### config.mk
export PLATFORM = sky130hd
export DESIGN_NAME = telemetry_snapshot
export DESIGN_NICKNAME = d
export VERILOG_FILES = /design/src/hw/usb_status_pkg.sv /design/src/hw/telemetry_pkg.sv /design/src/hw/telemetry_snapshot.sv
export VERILOG_INCLUDE_DIRS = /design/src /design/src/include
export SDC_FILE = /design/constraint.sdc
export NUM_CORES = 1
export LEC_CHECK = 0
export BUFFER_PORTS_ARGS = -buffer_cell sky130_fd_sc_hd__buf_4
export CAP_MARGIN = 20
export CORE_MARGIN = 2
export CORE_UTILIZATION = 35
export CTS_CLUSTER_DIAMETER = 150
export CTS_CLUSTER_SIZE = 10
export DETAILED_ROUTE_END_ITERATION = 8
export GPL_TIMING_DRIVEN = 0
export PLACE_DENSITY = 0.69
export SLEW_MARGIN = 0
export SYNTH_ARGS = -nofsm -noshare
export SYNTH_HDL_FRONTEND = slang
export SYNTH_SLANG_ARGS = --single-unit
### constraint.sdc
create_clock -name clock -period 3.1 [get_ports clock]
set_clock_uncertainty 0.1 [all_clocks]
set_input_delay 0.62 -clock clock [delete_from_list [all_inputs] [get_ports clock]]
set_output_delay 0.62 -clock clock [all_outputs]
set_load 0.02 [all_outputs]
### src/include/telemetry_settings.svh
`ifndef TELEMETRY_SETTINGS_SVH
`define TELEMETRY_SETTINGS_SVH

// Records per packet, must be a power of two of at least 2
`define TLM_PACKET_SIZE 8

// Record FIFO address bits, 9 gives 512 memory entries
`define TLM_FIFO_ABITS 9

// Bulk-IN endpoint that carries the telemetry stream
`define TLM_ENDPOINT 4'd2

// USB core state code for suspend
`define TLM_USB_SUSPEND 4'h8

`endif

### src/hw/usb_status_pkg.sv
package usb_status_pkg;

  // USB line state, J is 2'b01 in full and high speed
  typedef logic [1:0] line_state_t;

  // Shared by endpoint, tuser, usb, control and phy state fields
  typedef logic [3:0] usb_nibble_t;

  typedef logic [2:0] usb_error_t;
  typedef logic [2:0] event_code_t;

  // Bulk engine state, one-hot
  typedef logic [7:0] blk_onehot_t;
  typedef logic [2:0] blk_code_t;

  localparam line_state_t LINE_J = 2'b01;

  // Event codes above the raw error codes
  localparam event_code_t EV_TIMEOUT = 3'd7;
  localparam event_code_t EV_SUSPEND = 3'd6;
  localparam event_code_t EV_SENT    = 3'd5;
  localparam event_code_t EV_RECV    = 3'd4;
  localparam event_code_t EV_TOKEN   = 3'd3;

  // Not a valid one-hot pattern
  localparam blk_code_t BLK_INVALID = 3'd7;

endpackage

### src/hw/telemetry_pkg.sv
`include "telemetry_settings.svh"

package telemetry_pkg;

  // One encoded status snapshot
  typedef logic [31:0] record_t;

  // FIFO fill level, counts the output register too
  typedef logic [`TLM_FIFO_ABITS:0] level_t;

  // One lane of the bulk-IN byte stream
  typedef logic [7:0] byte_t;

  // Serializer states
  typedef enum logic {
    TX_IDLE,
    TX_SEND
  } tx_state_e;

endpackage

### src/hw/telemetry_snapshot.sv
`include "telemetry_settings.svh"

module telemetry_snapshot (
  input  logic                        clock,
  input  logic                        reset,
  input  logic                        usb_enum_i,
  input  logic                        usb_reset_i,
  input  logic                        usb_sof_i,
  input  logic                        usb_sent_i,
  input  logic                        usb_recv_i,
  input  logic                        tok_recv_i,
  input  logic                        high_speed_i,
  input  logic                        crc_error_i,
  input  logic                        timeout_i,
  input  usb_status_pkg::line_state_t line_state_i,
  input  usb_status_pkg::usb_nibble_t usb_endpt_i,
  input  usb_status_pkg::usb_nibble_t usb_tuser_i,
  input  usb_status_pkg::usb_nibble_t phy_state_i,
  input  usb_status_pkg::usb_nibble_t usb_state_i,
  input  usb_status_pkg::usb_nibble_t ctl_state_i,
  input  usb_status_pkg::usb_error_t  usb_error_i,
  input  usb_status_pkg::blk_onehot_t blk_state_i,
  input  logic                        rec_ready_i,
  output logic                        rec_valid_o,
  output telemetry_pkg::record_t      rec_data_o,
  output logic                        rec_last_o
);

  import usb_status_pkg::*;
  import telemetry_pkg::*;

  localparam int unsigned CBITS = $clog2(`TLM_PACKET_SIZE);

  event_code_t      event_code;
  blk_code_t        blk_code;

  logic             sof_in_q;
  logic [7:0]       sof_count_q;
  logic [8:0]       sof_sum;
  logic             sof_rise;
  logic             sof_mark;

  logic             usb_reset_q;
  usb_nibble_t      usb_endpt_q;
  usb_nibble_t      usb_tuser_q;
  usb_nibble_t      usb_state_q;
  logic             crc_error_q;
  event_code_t      event_code_q;
  logic             sof_mark_q;
  blk_code_t        blk_code_q;
  usb_nibble_t      ctl_state_q;
  usb_nibble_t      phy_state_q;

  record_t          curr_rec;
  logic [28:0]      prev_fields;
  logic [CBITS-1:0] count_q;

  always_comb begin
    if (timeout_i) begin
      event_code = EV_TIMEOUT;
    end else if (usb_state_i == `TLM_USB_SUSPEND) begin
      event_code = EV_SUSPEND;
    end else if (usb_sent_i) begin
      event_code = EV_SENT;
    end else if (usb_recv_i) begin
      event_code = EV_RECV;
    end else if (tok_recv_i) begin
      event_code = EV_TOKEN;
    end else begin
      event_code = usb_error_i;
    end
  end

  always_comb begin
    case (blk_state_i)
      8'h01:   blk_code = 3'd0;
      8'h02:   blk_code = 3'd1;
      8'h04:   blk_code = 3'd2;
      8'h08:   blk_code = 3'd3;
      8'h10:   blk_code = 3'd4;
      8'h20:   blk_code = 3'd5;
      8'h40:   blk_code = 3'd6;
      default: blk_code = BLK_INVALID;
    endcase
  end

  // High speed has eight SOFs per frame time, so it steps by one instead of eight
  assign sof_rise = usb_sof_i && !sof_in_q;
  assign sof_sum  = {1'b0, sof_count_q} + (high_speed_i ? 9'd1 : 9'd8);
  assign sof_mark = sof_rise && sof_sum[8];

  always_ff @(posedge clock) begin
    if (reset) begin
      sof_in_q    <= 1'b0;
      sof_count_q <= 8'd0;
    end else begin
      sof_in_q <= usb_sof_i;
      if (sof_rise) begin
        sof_count_q <= sof_sum[7:0];
      end
    end
  end

  assign curr_rec = {1'b0, line_state_i, usb_reset_i, usb_endpt_i, usb_tuser_i, usb_state_i,
                     crc_error_i, event_code, sof_mark, blk_code, ctl_state_i, phy_state_i};
  assign prev_fields = {usb_reset_q, usb_endpt_q, usb_tuser_q, usb_state_q, crc_error_q,
                        event_code_q, sof_mark_q, blk_code_q, ctl_state_q, phy_state_q};

  // Line state sits above bit 28 and never triggers a record on its own
  assign rec_valid_o = usb_enum_i && (curr_rec[28:0] != prev_fields);
  assign rec_data_o  = curr_rec;
  assign rec_last_o  = (count_q == CBITS'(`TLM_PACKET_SIZE - 1));

  always_ff @(posedge clock) begin
    if (reset) begin
      usb_reset_q  <= 1'b0;
      usb_endpt_q  <= '0;
      usb_tuser_q  <= '0;
      usb_state_q  <= '0;
      crc_error_q  <= 1'b0;
      event_code_q <= '0;
      sof_mark_q   <= 1'b0;
      blk_code_q   <= '0;
      ctl_state_q  <= '0;
      phy_state_q  <= '0;
    end else begin
      usb_reset_q  <= usb_reset_i;
      usb_endpt_q  <= usb_endpt_i;
      usb_tuser_q  <= usb_tuser_i;
      usb_state_q  <= usb_state_i;
      crc_error_q  <= crc_error_i;
      event_code_q <= event_code;
      sof_mark_q   <= sof_mark;
      blk_code_q   <= blk_code;
      ctl_state_q  <= ctl_state_i;
      phy_state_q  <= phy_state_i;
    end
  end

  // Packet position, dropped records do not count
  always_ff @(posedge clock) begin
    if (reset) begin
      count_q <= '0;
    end else if (rec_valid_o && rec_ready_i) begin
      count_q <= count_q + CBITS'(1);
    end
  end

endmodule

==> reports/results.ini <==
[outcome]
outcome = finished, violations left
violations = setup timing

[cts]
clock_latency_ns = 0.28
cts_buffers = 5
clkSlewWorstSetupHoldPaths_ns = 0.07
cts_root_buf = clkbuf_8
ctsLongestPathBuffers = 2
tritoncts = built
h-tree-depth = 2
clock_sinks = 41

[floorplan]
die_w_um = 83.5
dieHeight_um = 83.5
core_um2 = 6030
num_rows = 28
die_area_um2 = 6980
initial_utilization_pct = 36.7
io_pins = 79

[sta]
setup_violations = 1
tns_ns = -0.0709
hold_viol = 0
layout_setup_ws_ns = -0.0709
max_freq_mhz = 315
tightestPinTransition_ns = 0.571
max-slew-margin-rel_pct = 61.9
min_period_ns = 3.17
rsz0062_at_grt = yes
drv_slew = 0
finalCritPeriodShare_pct = 102

[setup_path]
worst_ep_arrival_time_ns = 2.45
worst-path-buf-inv = 2
r2r_start = sof_count_q[0]
cp-start-kind = primary input
critical_path_class = in2out
slowest_stage = or4b_4
crit_path_max_incr_delay_ns = 0.52
cp_data_required_time_ns = 2.38
cp-startpoint = usb_state_i[3]
crit_fanout = 2
path_cells = buf_8, nor4b_4, or4b_4, or3_1, a31oi_1, nor4b_4, a21boi_1, buf_4
crit_family = simple AND/OR/NAND/NOR gates
endpoint_kind = primary output
cpMostUsedCell = nor4b_4

[final_layout]
filler_cell_count = 600
multi_input_area_um2 = 1180
num-nets-final = 378
drive_gt1_share_pct = 37.1
seq_area_um2 = 821
fin_area_um2 = 3020
fin_util_pct = 50.2
area.growth.synth_to_final_pct = 36.6
antennaDiodeCount = 0

[global_route]
antenna_found_initial = 0
gr-total-overflow = 0
grt_max_degree = 13
track_usage_pct = 13.7
grt_pass1_wl_mm = 7.95
grt_pass1_vias = 1822

[hold_path]
hold_class = reg2reg
hp-start = count_q[2]

[logic_synthesis]
synth_mux_area_share_pct = 2.32
synth_area_per_cell_um2 = 9.15
synthFlopType = dfxtp_1
synth_edf_count = 0
synthAdderAreaFrac_pct = 2.83
yosys.area_share.simple_pct = 25.4
yosysSeqAreaShare_pct = 37.1
synth_nets = 292
synth_compound_area_share_pct = 8.31
synth_seq_cells = 41
synth_top_family_by_area = simple AND/OR/NAND/NOR gates
synth.distinct_cells = 45
synthArstFlopShare_pct = 0
synth_cells = 242
yosys_warnings = 0
synth-xor-area-share_pct = 13.1
syn-cell-area_um2 = 2210

[power]
switching_share_pct = 26.4
p_clk_share_pct = 28.4
cellPowerDensity_nw_per_um2 = 383
p_total_uw = 1160
power.switching_uw = 305
p_leak_uw = 0.00130
seqPwrFrac_pct = 49.0
ir_drop_mv = 0.191
intPower_uw = 852
comb_power_share_pct = 22.6

[routing]
final_antenna_net_count = 0
first_pass_iters = 4
wl_per_cell_um = 11.8
vias = 1915
drtIter0Drc = 40
vias_per_cell = 4.74
post-route-drc-count = 0
wirelength_mm = 4.79

[place]
dpl.hpwl_mm = 3.67
placed_area_um2 = 2860
place_ws_ns = -0.220
numPortBuffers = 74
gp_congestion = 0.831

[run]
maxCapViolCount = 0

[power groups by stage]
| stage | sequential (uW) | clock (uW) | combinational [uW] |
|---|---|---|---|
| after floorplan | 576 | 0 | 150 |
| after global placement | 578 | 0 | 251 |
| after detailed placement | 579 | 0 | 256 |
| after CTS | 567 | 339 | 265 |
| after global routing | 570 | 365 | 286 |
| final | 567 | 329 | 262 |
[registers in the layout (all words and copies together) (netlist names)]
register / count
blk_code_q: 3
count_q: 3
crc_error_q: 1
ctl_state_q: 4
event_code_q: 3
phy_state_q: 4
sof_count_q: 8
sof_in_q: 1
sof_mark_q: 1
usb_endpt_q: 4
usb_reset_q: 1
usb_state_q: 4
usb_tuser_q: 4
[stage by stage]
step / hold WS (ns) / cells
after floorplan: 0.355 / 242
after global placement: 0.364 / 391
after detailed placement: 0.378 / 391
after CTS: 0.391 / 403
after global routing: 0.419 / 404
final: 0.385 / 404
[final timing paths]
| path | to | slack, ns | cells after the start |
|---|---|---|---|
| worst max-delay path | rec_valid_o | -0.07 | 8 |
| worst min-delay path | count_q[2] | 0.38 | 2 |
| worst max register to register | count_q[0] | 0.54 | 9 |
| worst min register to register | count_q[2] | 0.38 | 2 |
[kinds of logic (layout without fill, tap and decap cells)]
group           Yosys count  after routing
compound gates           27             27
xor+xnor                 33             33
fa+ha+maj                 5              5
buf+inv                  38            125
flops                    41             41
mux                       5              5
other cells               1              1
simple gates             92             92
[cell usage after synthesis, types with 2 or more instances]
cell | n | share of area (%)
a211oi_1 | 2 | 0.68
a21boi_0 | 2 | 0.68
a21oi_1 | 4 | 0.90
a31oi_1 | 2 | 0.57
and4b_1 | 2 | 0.90
buf_4 | 26 | 8.8
clkbuf_1 | 5 | 0.85
dfxtp_1 | 41 | 37
ha_1 | 5 | 2.8
inv_1 | 6 | 1.0
mux2i_1 | 4 | 1.8
nand2_1 | 7 | 1.2
nand2b_1 | 5 | 1.4
nand3_1 | 3 | 0.68
nand4_1 | 6 | 1.7
nor2_1 | 17 | 2.9
nor2b_1 | 29 | 8.2
nor3_1 | 4 | 0.90
nor3b_1 | 3 | 1.0
nor4_1 | 3 | 0.85
nor4b_1 | 2 | 0.79
o211ai_1 | 2 | 0.68
o21ai_0 | 7 | 1.6
or3_1 | 3 | 0.85
xnor2_1 | 25 | 9.9
xor2_1 | 8 | 3.2
[cell usage in the layout (no fill, tap or decap), types with 2 or more instances in the layout]
master / n
a211oi_1: 2
a21oi_1: 4
a31oi_1: 2
and4b_1: 2
buf_4: 104
clkbuf_1: 5
clkbuf_8: 5
clkinv_2: 2
dfxtp_1: 41
ha_1: 5
inv_1: 6
mux2i_1: 4
nand2_1: 7
nand2b_1: 5
nand3_1: 3
nand4_1: 6
nor2_1: 15
nor2b_1: 29
nor3_1: 4
nor3b_1: 3
nor4_1: 3
nor4b_4: 2
o211ai_1: 2
o21ai_0: 7
or3_1: 3
or4b_4: 2
xnor2_1: 25
xor2_1: 8
[layer usage]
layer	share of wire, %	up-vias	global-route usage, %	wire (um)
li1	-	967	-	-
met1	43	873	16.9	2070
met2	48	71	23.8	2320
met3	7.4	4	3.86	353
met4	0.84	0	3.08	40
met5	0	-	0	0
[worst register-to-register path: cells and delay by family, from the launching register on]
family / cells / cell delay [ns]
mux: 1 / 0.34
xor+xnor: 1 / 0.12
fa+ha+maj: 2 / 0.42
buf+inv: 1 / 0.16
simple gates: 2 / 0.50
compound gates: 2 / 0.50
flops: 1 / 0.31
[cell type report]
cell class	count	share of cell area, %
tap	75	3.10
clock buffer	6	2.40
buffer	32	7.24
clock inverter	2	0.331
sequential	41	27.1
inverter	6	0.745
timing repair buffer	79	19.9
multi-input combinational	163	39.2
[what timing repair did]
action / CTS / global route
gates resized for setup: 9 / 2
cloned: 0 / 0
endpoints found under the setup margin: 1 / 1
setup buffers: 4 / 1
hold buffers: 0 / 0
pin swaps: 4 / 5
Note: power is estimated with default switching activity, not from simulation.
