===== config.mk =====
export PLATFORM = sky130hd
export DESIGN_NAME = telemetry_bulk_tx
export DESIGN_NICKNAME = d
export VERILOG_FILES = /design/src/hw/usb_status_pkg.sv /design/src/hw/telemetry_pkg.sv /design/src/hw/telemetry_bulk_tx.sv
export VERILOG_INCLUDE_DIRS = /design/src /design/src/include
export SDC_FILE = /design/constraint.sdc
export NUM_CORES = 1
export LEC_CHECK = 0
export ABC_AREA = 1
export ABC_CLOCK_PERIOD_IN_PS = 2300
export BUFFER_PORTS_ARGS = -buffer_cell sky130_fd_sc_hd__buf_2
export CAP_MARGIN = 0
export CORE_MARGIN = 2
export CORE_UTILIZATION = 30
export DETAILED_ROUTE_END_ITERATION = 10
export HOLD_SLACK_MARGIN = 0.03
export SETUP_SLACK_MARGIN = 0.1
export SLEW_MARGIN = 25
export SYNTH_ARGS = -nofsm -noshare
export SYNTH_HDL_FRONTEND = slang
export SYNTH_SLANG_ARGS = --single-unit

===== constraint.sdc =====
create_clock -name clock -period 2.3 [get_ports clock]
set_input_delay 0.69 -clock clock [delete_from_list [all_inputs] [get_ports clock]]
set_output_delay 0.69 -clock clock [all_outputs]
set_load 0.05 [all_outputs]

===== src/include/telemetry_settings.svh =====
`ifndef TELEMETRY_SETTINGS_SVH
`define TELEMETRY_SETTINGS_SVH

// Records per packet, must be a power of two of at least 2
`define TLM_PACKET_SIZE 8

// Record FIFO address bits, 9 gives 512 memory entries
`define TLM_FIFO_ABITS 9

// Bulk-IN endpoint that carries the telemetry stream
`define TLM_ENDPOINT 4'd2

// USB core state code for suspend
`define TLM_USB_SUSPEND 4'h8

`endif


===== src/hw/usb_status_pkg.sv =====
package usb_status_pkg;

  // USB line state, J is 2'b01 in full and high speed
  typedef logic [1:0] line_state_t;

  // Shared by endpoint, tuser, usb, control and phy state fields
  typedef logic [3:0] usb_nibble_t;

  typedef logic [2:0] usb_error_t;
  typedef logic [2:0] event_code_t;

  // Bulk engine state, one-hot
  typedef logic [7:0] blk_onehot_t;
  typedef logic [2:0] blk_code_t;

  localparam line_state_t LINE_J = 2'b01;

  // Event codes above the raw error codes
  localparam event_code_t EV_TIMEOUT = 3'd7;
  localparam event_code_t EV_SUSPEND = 3'd6;
  localparam event_code_t EV_SENT    = 3'd5;
  localparam event_code_t EV_RECV    = 3'd4;
  localparam event_code_t EV_TOKEN   = 3'd3;

  // Not a valid one-hot pattern
  localparam blk_code_t BLK_INVALID = 3'd7;

endpackage


===== src/hw/telemetry_pkg.sv =====
`include "telemetry_settings.svh"

package telemetry_pkg;

  // One encoded status snapshot
  typedef logic [31:0] record_t;

  // FIFO fill level, counts the output register too
  typedef logic [`TLM_FIFO_ABITS:0] level_t;

  // One lane of the bulk-IN byte stream
  typedef logic [7:0] byte_t;

  // Serializer states
  typedef enum logic {
    TX_IDLE,
    TX_SEND
  } tx_state_e;

endpackage


===== src/hw/telemetry_bulk_tx.sv =====
`include "telemetry_settings.svh"

module telemetry_bulk_tx (
  input  logic                        clock,
  input  logic                        reset,
  input  logic                        usb_enum_i,
  input  logic                        select_i,
  input  logic                        start_i,
  input  usb_status_pkg::usb_nibble_t endpt_i,
  input  logic                        word_valid_i,
  output logic                        word_ready_o,
  input  telemetry_pkg::record_t      word_data_i,
  input  logic                        word_last_i,
  output logic                        tvalid_o,
  input  logic                        tready_i,
  output telemetry_pkg::byte_t        tdata_o,
  output logic                        tlast_o
);

  import telemetry_pkg::*;

  tx_state_e  state_q;
  record_t    word_q;
  logic       last_q;
  logic [1:0] idx_q;
  logic       sel_q;
  logic       take;
  logic       send;
  logic       start_hit;

  assign start_hit = usb_enum_i && start_i && select_i && (endpt_i == `TLM_ENDPOINT);

  assign word_ready_o = sel_q && (state_q == TX_IDLE);
  assign tvalid_o     = sel_q && (state_q == TX_SEND);
  assign tdata_o      = word_q[7:0];
  assign tlast_o      = last_q && (idx_q == 2'd3);

  assign take = word_valid_i && word_ready_o;
  assign send = tvalid_o && tready_i;

  // Endpoint selection, held until the end of a packet
  always_ff @(posedge clock) begin
    if (reset) begin
      sel_q <= 1'b0;
    end else if (start_hit) begin
      sel_q <= 1'b1;
    end else if (send && tlast_o) begin
      sel_q <= 1'b0;
    end
  end

  always_ff @(posedge clock) begin
    if (reset) begin
      state_q <= TX_IDLE;
      idx_q   <= 2'd0;
      last_q  <= 1'b0;
    end else begin
      case (state_q)
        TX_IDLE: begin
          if (take) begin
            state_q <= TX_SEND;
            idx_q   <= 2'd0;
            last_q  <= word_last_i;
          end
        end
        TX_SEND: begin
          if (send) begin
            if (idx_q == 2'd3) begin
              state_q <= TX_IDLE;
              last_q  <= 1'b0;
            end
            idx_q <= idx_q + 2'd1;
          end
        end
        default: begin
          state_q <= TX_IDLE;
        end
      endcase
    end
  end

  // Lowest byte first
  always_ff @(posedge clock) begin
    if (take) begin
      word_q <= word_data_i;
    end else if (send) begin
      word_q <= {8'h00, word_q[31:8]};
    end
  end

endmodule


==> results by group, run 1 <==
STA
  – Slew margin rel.: 0.7510
  – Final Skew: 0.003024 ns
  – RSZ-0062 raised after global routing: no
  – Fin crit share: 0.8051
  – Worst-margin pin slew: 0.3732 ns
  – Fin. max-slew vios: 0
  – Final Critical Period: 1.852 ns
  – Fmax: 0.5400 GHz
  – # setup viols final: 0
  – Setup Total Neg Slack: 0 ns
  – Final hold violations: 0

Power and ir drop
  – Clock power share: 0.345
  – PwrDens: 581.1 mW/mm^2
  – Peak supply drop: 0.0002601 V
  – Sequential share of power: 0.612
  – Sw Share: 0.1900
  – Leak: 0.9567 nW
  – Switching power: 0.2237 mW
  – Pint: 0.9534 mW
  – Logic pwr share: 0.042

Cells and area
  – Ant diodes: 0
  – Layout cell share with drive strength beyond 1: 0.2896
  – Register area: 0.001061 sq mm
  – FILL cells: 547
  – Multi-input gate area: 445.4 sq um
  – Layout area overhead: 21.36%
  – Final cell count without fillers: 293
  – Final #Nets: 266

Global routing
  – Total gr overflow: 0
  – Overall Global Routing Usage: 0.09782
  – Vias in the first global route: 1055
  – Largest net degree at the start of global routing: 37
  – First-pass GRT wire length: 4.491 mm
  – Antenna violations before repair: 0

Placed design
  – Inst Count DP: 286
  – GPL Wtd Cong: 0.6318
  – HPWL after DPL: 1.887 mm
  – Port bufs: 54

Clock network
  – Clock transition at path regs: 0.07 ns
  – CTS Buf Count: 5
  – Clk_lat worst skew: 0.28 ns
  – Clock root buffer: clkbuf_8
  – Htree depth: 2
  – Post-CTS Setup Repair Bufs: 0
  – CTS Buffer Depth: 2
  – CTS tree: yes
  – CTS Hold Bufs: 0
  – Cts repair resizes: 0
  – Clock sinks: 37

Outcome
  – Outcome: complete, no violations

Synth
  – Post-synth cell types: 20
  – Most area-consuming cells after synthesis: edfxtp_1, nand2_1, dfxtp_1
  – Post-synthesis sequential area ratio: 0.6357
  – Fraction of registers with async set/reset: 0
  – Number of synthesized register bits: 37
  – Post-synth top area share: 0.5757
  – Yosys warns: 0
  – Cell area after synthesis: 0.001669 sq mm
  – Syn nets: 217
  – Yosys top cell by area: edfxtp_1
  – Mapped Cells: 172
  – Commonest cells in the netlist: nand2_1, edfxtp_1, inv_1
  – Most frequent cell after synthesis: nand2_1
  – Number of enable flip-flop cells after synthesis: 32
  – Top_reg_cell synth: edfxtp_1
  – Syn avg cell area: 9.704 sq um

Detailed routing
  – Drt via density: 3.932
  – Total number of vias: 1152
  – Final wirelength: 2.763 mm
  – DRC: 0
  – Top sig layer: met4
  – Met1 wire length: 1.159 mm
  – Initial DRT Pass Iterations: 4
  – Avg WL per Cell: 9.430 um
  – Routed wl met2: 1.352 mm
  – Initial DRC Count: 51
  – Final ANT Viol Nets: 0
  – Routed wl met3: 185 um

Floorplan
  – Starting Density: 0.3069
  – Die ar.: 0.006176 sq mm
  – Chip height: 78.59 um
  – Width of the chip: 78.59 um
  – Core footprint: 0.005439 sq mm
  – IO Count: 55
  – Site Rows: 27

Worst hold path
  – Hold wc startpoint: idx_q[0]
  – Min-delay worst type: reg -> reg

Setup path
  – Critical setup path kind: reg -> out
  – WP data required: 1.61 ns
  – Worst setup SP type: flop
  – Worst Setup SP: idx_q[0]
  – R2R Setup Slk: 0.79 ns
  – Critical R2R Launch: sel_q
  – Critical Path AT: 1.16 ns
  – Worst-path fanout max: 3
  – Endpoint class of the critical path: output port

Run
  – Maxcap violations: 0
-- critical path, stage by stage, from the launching register on --
cell	delay [ns]
dfxtp_1	0.35
ha_1	0.17
nand2_1	0.07
inv_1	0.05
buf_2	0.25
-- layer usage --
layer	global-route usage	vias up
met5	0	-
met4	0.06316	0
met3	0.02874	5
met2	0.1590	32
met1	0.1118	480
li1	-	635
-- final timing paths --
kind	to	cells after the start
hold reg to reg	idx_q[0]	1
setup reg to reg	word_q[1]	5
hold / removal	idx_q[0]	1
setup / recovery	tlast_o	4
-- sequential cells by signal, summed over array words and instances (netlist names) --
register,flops
idx_q,2
last_q,1
sel_q,1
state_q,1
word_q,32
-- cell usage in the layout (no fill, tap or decap) --
| cell | netlist | final |
|---|---|---|
| nand2_4 | 1 | 1 |
| clkinv_1 | 0 | 1 |
| buf_12 | 0 | 1 |
| a21o_1 | 1 | 1 |
| a21oi_1 | 5 | 5 |
| clkbuf_1 | 0 | 1 |
| nor2_1 | 9 | 9 |
| clkbuf_8 | 0 | 5 |
| nand2_1 | 80 | 80 |
| o21bai_1 | 1 | 1 |
| o21ai_0 | 2 | 2 |
| nand3_1 | 3 | 3 |
| inv_4 | 1 | 1 |
| nor2_4 | 1 | 1 |
| nand4_1 | 1 | 1 |
| edfxtp_1 | 32 | 32 |
| nor3_1 | 1 | 1 |
| buf_2 | 2 | 54 |
| inv_2 | 1 | 1 |
| dfxtp_1 | 5 | 5 |
| inv_1 | 14 | 14 |
| ha_1 | 1 | 1 |
-- layout make-up --
class / count / area share
Inverter: 16 / 0.03088
Tap cell: 72 / 0.04447
Clock inverter: 1 / 0.001853
Multi-Input combinational cell: 106 / 0.2199
Sequential cell: 37 / 0.5238
Clock buffer: 6 / 0.03582
Timing Repair Buffer: 55 / 0.1433
-- power groups by stage --
| stage | logic, mW | clock network (mW) | registers (mW) |
|---|---|---|---|
| 2_1_floorplan | 0.0104 | 0 | 0.735 |
| 3_3_place_gp | 0.0509 | 0 | 0.735 |
| 3_5_place_dp | 0.0508 | 0 | 0.735 |
| 4_1_cts | 0.0510 | 0.421 | 0.721 |
| 5_1_grt | 0.0556 | 0.452 | 0.720 |
| 6_report | 0.0499 | 0.406 | 0.721 |
-- stage by stage --
stage	instance area, sq um	hold slack [ns]	power, mW	worst slack (ns)	util
after floorplan	1669	0.4333	0.7458	0.3125	-
after global placement	1949	0.4520	0.7863	0.5366	0.3584
after detailed placement	1949	0.4532	0.7862	0.5104	0.3584
after CTS	2026	0.4630	1.193	0.4264	0.3724
after global routing	2026	0.4909	1.227	0.3398	0.3724
final	2026	0.4580	1.177	0.4482	0.3724
-- kinds of logic after synthesis --
kind of cell	Yosys count	synth area share
buffers and inverters	29	0.09745
adder cells (fa/ha/maj)	1	0.007495
flip-flops	37	0.6357
AO/OA/AOI/OAI	9	0.02999
AND/OR/NAND/NOR	96	0.2294
(Power assumes the default switching activity.)
==> inputs of run 2 (changes only) <==
ABC_CLOCK_PERIOD_IN_PS = 1750   (was 2300)
clock period = 1.75 ns   (was 2.3 ns; I/O delays follow)
==> results by group, run 2 (synthesis results as in run 1) <==
STA
  – Final Critical Period: 1.588 ns
  – Worst-margin pin slew: 0.2731 ns (-0.1001 ns)
  – RSZ-0062 raised after global routing: no
  – Fin crit share: 0.9072
  – # setup viols final: 0 (unchanged)
  – Worst Hold Margin: 0.4530 ns (-0.005044 ns)
  – Fin. max-slew vios: 0 (unchanged)
  – Fmax: 0.6299 GHz
  – Final Skew: 0.005370 ns (+0.002346 ns)
  – Setup Total Neg Slack: 0 ns (unchanged)
  – Final hold violations: 0 (unchanged)
  – Slew margin rel.: 0.8174 (+0.06643)

Setup path
  – Critical R2R Launch: sel_q
  – Max incr delay on CP: 0.36 ns (about the same)
  – Worst path slowest cell: dfxtp_2
  – Worst setup SP type: flop
  – Worst Setup SP: idx_q[0]
  – Worst-path fanout max: 3 (unchanged)
  – Critical Path AT: 1.06 ns (-0.10 ns)
  – WP data required: 1.22 ns (-0.39 ns)
  – Ordered list of cells on the worst path: ha_4 -> nand2_1 -> inv_1 -> buf_6
  – Critical setup path kind: reg -> out
  – Endpoint class of the critical path: output port

Cells and area
  – Final cell count without fillers: 295 (+0.68%)
  – Most common cell after layout, fill and taps aside: nand2_1
  – Post-layout util: 0.3823 (+0.009892)
  – Largest reg by FF count: word_q
  – Most frequent cells in the layout: nand2_1, buf_2, edfxtp_1, inv_1, nor2_1
  – Final #Nets: 267 (+0.38%)
  – Biggest regs: word_q x32, idx_q x2
  – Ant diodes: 0 (unchanged)
  – Layout area overhead: 24.59%
  – FILL cells: 560 (+2.4%)
  – Final Cell Area: 0.002079 sq mm (+2.7%)
  – Layout cell share with drive strength beyond 1: 0.3184 (+0.02879)
  – Largest register FFs: 32 (unchanged)

Placed design
  – Port bufs: 54 (unchanged)
  – Area after DPL: 0.001964 sq mm (+0.77%)
  – Inst Count DP: 287 (+0.35%)
  – HPWL after DPL: 1.964 mm (+4.1%)
  – GPL Wtd Cong: 0.6774 (+7.2%)

Floorplan
  – IO Count: 55 (unchanged)
  – Starting Density: 0.3069 (unchanged)
  – Site Rows: 27 (unchanged)
  – Core footprint: 0.005439 sq mm (unchanged)
  – Width of the chip: 78.59 um (unchanged)
  – Chip height: 78.59 um (unchanged)
  – Die ar.: 0.006176 sq mm (unchanged)

Clock network
  – CTS Hold Bufs: 0 (unchanged)
  – Clock sinks: 37 (unchanged)
  – Clock root buffer: clkbuf_8
  – CTS Buffer Depth: 2 (unchanged)
  – Htree depth: 2 (unchanged)
  – CTS Buf Count: 5 (unchanged)
  – Clock transition at path regs: 0.07 ns (about the same)
  – CTS tree: yes
  – Clk_lat worst skew: 0.29 ns (about the same)

Detailed routing
  – Initial DRT Pass Iterations: 4 (unchanged)
  – DRC: 0 (unchanged)
  – Drt via density: 3.959 (+0.70%)
  – Final ANT Viol Nets: 0 (unchanged)
  – Final wirelength: 2.875 mm (+4.1%)
  – Initial DRC Count: 29 (-43%)
  – Avg WL per Cell: 9.746 um (+3.3%)
  – Total number of vias: 1168 (+1.4%)

Power and ir drop
  – PwrDens: 776.4 mW/mm^2 (+34%)
  – Sequential share of power: 0.587 (-0.025)
  – Clock power share: 0.372 (+0.027)
  – Logic pwr share: 0.041 (about the same)
  – Leak: 0.9669 nW (+1.1%)
  – Pint: 1.306 mW (+37%)
  – Sw Share: 0.1911 (+0.001100)
  – Switching power: 0.3086 mW (+38%)
  – Peak supply drop: 0.0003224 V (+24%)

Worst hold path
  – Min-delay worst type: in -> reg
  – Hold wc startpoint: reset

Global routing
  – Total gr overflow: 0 (unchanged)
  – Largest net degree at the start of global routing: 34 (-8.1%)
  – Antenna violations before repair: 0 (unchanged)
  – Overall Global Routing Usage: 0.09821 (+0.0003940)
  – Vias in the first global route: 1012 (-4.1%)
  – First-pass GRT wire length: 4.429 mm (-1.4%)

Run
  – Maxcap violations: 0 (unchanged)

Outcome
  – Outcome: complete, no violations
## run 2: changes by cell type in the layout (fill, tap and decap cells not counted)
cell / change
buf_4: +2
clkbuf_8: +1
buf_2: -2
nand2_4: +1
ha_4: +1
dfxtp_1: -3
nand2_1: -1
ha_1: -1
clkbuf_1: +1
buf_6: +1
clkinv_1: -1
dfxtp_2: +3
## run 2: through the flow
stage               power (mW)  setup slack (ns)
finish                   1.614            0.1624
global route             1.675            0.1087
CTS                      1.634           0.08755
detailed placement       1.033            0.2583
global placement         1.033            0.2732
floorplan               0.9802            0.2523
## run 2: worst paths after layout
path / to / cells past startpoint / slack, ns
max: tlast_o / 4 / 0.16
min: state_q / 2 / 0.45
max reg2reg: word_q[9] / 6 / 0.41
min reg2reg: idx_q[0] / 1 / 0.46
## run 2: what timing repair did
action                                  CTS  global route
endpoints found under the setup margin    3             1
setup buffers                             0             0
pin swaps                                 0             0
gates resized for setup                   3             5
## run 2: critical path: cells and delay by family, from the launching register on
family                   cells  cell delay, ns
adder cells (fa/ha/maj)      1            0.14
flip-flops                   1            0.36
AND/OR/NAND/NOR              1            0.06
buffers and inverters        2            0.22
## run 2: metal layers
layer,track usage,wire (um),vias up
met5,0,0,-
met2,0.1538,1364,39
met4,0.08596,115,0
met3,0.03448,237,9
met1,0.1042,1157,483
li1,-,-,637
## run 2: final cells by class
class                   count  area (sq um)  share of cell area
flip-flops and latches     37          1065              0.5120
inverters                  16         62.56             0.03008
multi-input cells         106         465.4              0.2238
well taps                  72         90.09             0.04332
repair buffers             56         306.5              0.1474
clock buffers               8         90.09             0.04332
## run 2: power by group through the flow
stage / combinational, mW / clock [mW] / sequential (mW)
after floorplan: 0.0138 / 0 / 0.966
after global placement: 0.0667 / 0 / 0.967
after detailed placement: 0.0668 / 0 / 0.967
after CTS: 0.0672 / 0.619 / 0.947
after global routing: 0.0754 / 0.653 / 0.947
final: 0.0660 / 0.601 / 0.947
==> inputs of run 3 (changes only) <==
MAX_ROUTING_LAYER = met4   (was unset)
==> results by group, run 3 (synthesis results as in run 1) <==
Setup path
  – Critical Path AT: 1.06 ns (about the same)
  – Worst-path fanout max: 3 (unchanged)
  – Cells on worst reg2reg path: 6 (unchanged)
  – FF-to-FF End: word_q[9]
  – R2R Setup Slk: 0.41 ns (about the same)
  – Worst setup SP type: flop
  – WP data required: 1.22 ns (about the same)
  – Critical R2R Launch: sel_q
  – Critical setup path kind: reg -> out
  – Endpoint class of the critical path: output port

Placed design
  – Area after DPL: 0.001964 sq mm (unchanged)
  – HPWL after DPL: 1.964 mm (unchanged)
  – GPL Wtd Cong: 0.6842 (+1.0%)
  – Port bufs: 54 (unchanged)

Detailed routing
  – Total number of vias: 1173 (+0.43%)
  – Final ANT Viol Nets: 0 (unchanged)
  – Initial DRT Pass Iterations: 4 (unchanged)
  – Drt via density: 3.976 (+0.43%)
  – DRC: 0 (unchanged)
  – Avg WL per Cell: 9.719 um (-0.28%)
  – Final wirelength: 2.867 mm (-0.28%)
  – Initial DRC Count: 27 (-6.9%)

Clock network
  – CTS Buffer Depth: 2 (unchanged)
  – CTS tree: yes
  – Clock root buffer: clkbuf_8
  – Post-CTS Setup Repair Bufs: 0 (unchanged)
  – Htree depth: 2 (unchanged)
  – Clk_lat worst skew: 0.29 ns (about the same)
  – CTS Buf Count: 5 (unchanged)
  – Clock sinks: 37 (unchanged)
  – CTS Hold Bufs: 0 (unchanged)
  – Clock transition at path regs: 0.07 ns (about the same)

Cells and area
  – Ant diodes: 0 (unchanged)
  – Largest register FFs: 32 (unchanged)
  – Most common cell after layout, fill and taps aside: nand2_1
  – Final #Nets: 267 (unchanged)
  – Layout cell share with drive strength beyond 1: 0.3184 (unchanged)
  – Largest reg by FF count: word_q
  – Most frequent cells in the layout: nand2_1, buf_2, edfxtp_1, inv_1, nor2_1
  – Layout area overhead: 24.59% (unchanged)
  – Biggest regs: word_q x32, idx_q x2
  – Post-layout util: 0.3823 (unchanged)
  – Final Cell Area: 0.002079 sq mm (unchanged)

STA
  – RSZ-0062 raised after global routing: no
  – Worst-margin pin slew: 0.2731 ns (-0.000007510 ns)
  – Fin crit share: 0.9069 (about the same)
  – # setup viols final: 0 (unchanged)
  – Slew margin rel.: 0.8174 (about the same)
  – Fin. max-slew vios: 0 (unchanged)
  – Fmax: 0.6301 GHz (about the same)
  – Setup Total Neg Slack: 0 ns (unchanged)
  – Final Critical Period: 1.587 ns (-0.0005160 ns)
  – Final hold violations: 0 (unchanged)
  – Worst Hold Margin: 0.4545 ns (+0.001528 ns)
  – Final Skew: 0.005446 ns (+0.00007619 ns)

Worst hold path
  – Hold wc startpoint: reset
  – Min-delay worst type: in -> reg
  – WHS Endpoint: state_q
  – Hold path cells: 2 (unchanged)

Global routing
  – Antenna violations before repair: 0 (unchanged)
  – Met2 Use GR: 0.1538 (unchanged)
  – Total gr overflow: 0 (unchanged)
  – Overall Global Routing Usage: 0.1009 (+0.002719)
  – Vias in the first global route: 1001 (-1.1%)
  – M1 GR Usage: 0.1056 (+0.001467)
  – Busiest metal layer after global routing: met2
  – Largest net degree at the start of global routing: 34 (unchanged)
  – Met3 usage: 0.03218 (-0.002299)
  – First-pass GRT wire length: 4.429 mm (unchanged)

Floorplan
  – Site Rows: 27 (unchanged)
  – Die ar.: 0.006176 sq mm (unchanged)
  – Starting Density: 0.3069 (unchanged)
  – Chip height: 78.59 um (unchanged)
  – Core footprint: 0.005439 sq mm (unchanged)
  – Width of the chip: 78.59 um (unchanged)
  – IO Count: 55 (unchanged)

Run
  – Maxcap violations: 0 (unchanged)

Power and ir drop
  – PwrDens: 775.5 mW/mm^2 (-0.12%)
  – Peak supply drop: 0.0003224 V (about the same)
  – Leak: 0.9669 nW (unchanged)

Outcome
  – Outcome: complete, no violations
[run 3: cell counts in the layout (fill, tap and decap cells not counted)]
Identical to the previous run, type by type.
[run 3: how the worst max path moves through the flow]
stage / startpoint / end / slack, ns / cells past startpoint
finish: idx_q[0] / tlast_o / 0.16 / 4
global route: idx_q[0] / tlast_o / 0.11 / 4
CTS: idx_q[0] / tlast_o / 0.09 / 4
detailed placement: tready_i / word_q[30] / 0.26 / 4
global placement: tready_i / word_q[22] / 0.27 / 4
floorplan: sel_q / word_q[0] / 0.25 / 4
[run 3: area by class of cell]
class / count / area [sq um]
fillers: 560 / 3359
clock buffers: 8 / 90.09
well taps: 72 / 90.09
flip-flops and latches: 37 / 1065
multi-input cells: 106 / 465.4
repair buffers: 56 / 306.5
inverters: 16 / 62.56
[run 3: power breakdown]
part | internal (mW) | switching, mW | leakage (nW)
registers | 0.946 | 0.000711 | 0.321
logic | 0.0386 | 0.0274 | 0.601
clock network | 0.321 | 0.279 | 0.0455
[run 3: critical path, cell delays in order, from the launching register on]
cell     delay (ns)
dfxtp_2        0.36
ha_4           0.14
nand2_1        0.06
inv_1          0.07
buf_6          0.15
[run 3: repair_timing]
item | 4_1_cts | 5_1_grt
gates cloned | 0 | 0
gates resized for setup | 3 | 5
setup endpoints to repair | 3 | 1
[run 3: stage by stage]
| stage | worst slack, ns | total power, mW | cells |
|---|---|---|---|
| CTS | 0.08755 | 1.634 | 295 |
| global route | 0.1087 | 1.675 | 295 |
| detailed placement | 0.2583 | 1.033 | 287 |
| finish | 0.1630 | 1.613 | 295 |
| global placement | 0.2732 | 1.033 | 287 |
| floorplan | 0.2523 | 0.9802 | 172 |
[run 3: layer usage]
layer / wire (um) / vias up / share of wire
met5: 0 / - / 0
met1: 1145 / 485 / 0.40
met2: 1362 / 41 / 0.48
met3: 243 / 10 / 0.085
met4: 115 / 0 / 0.040
li1: - / 637 / -
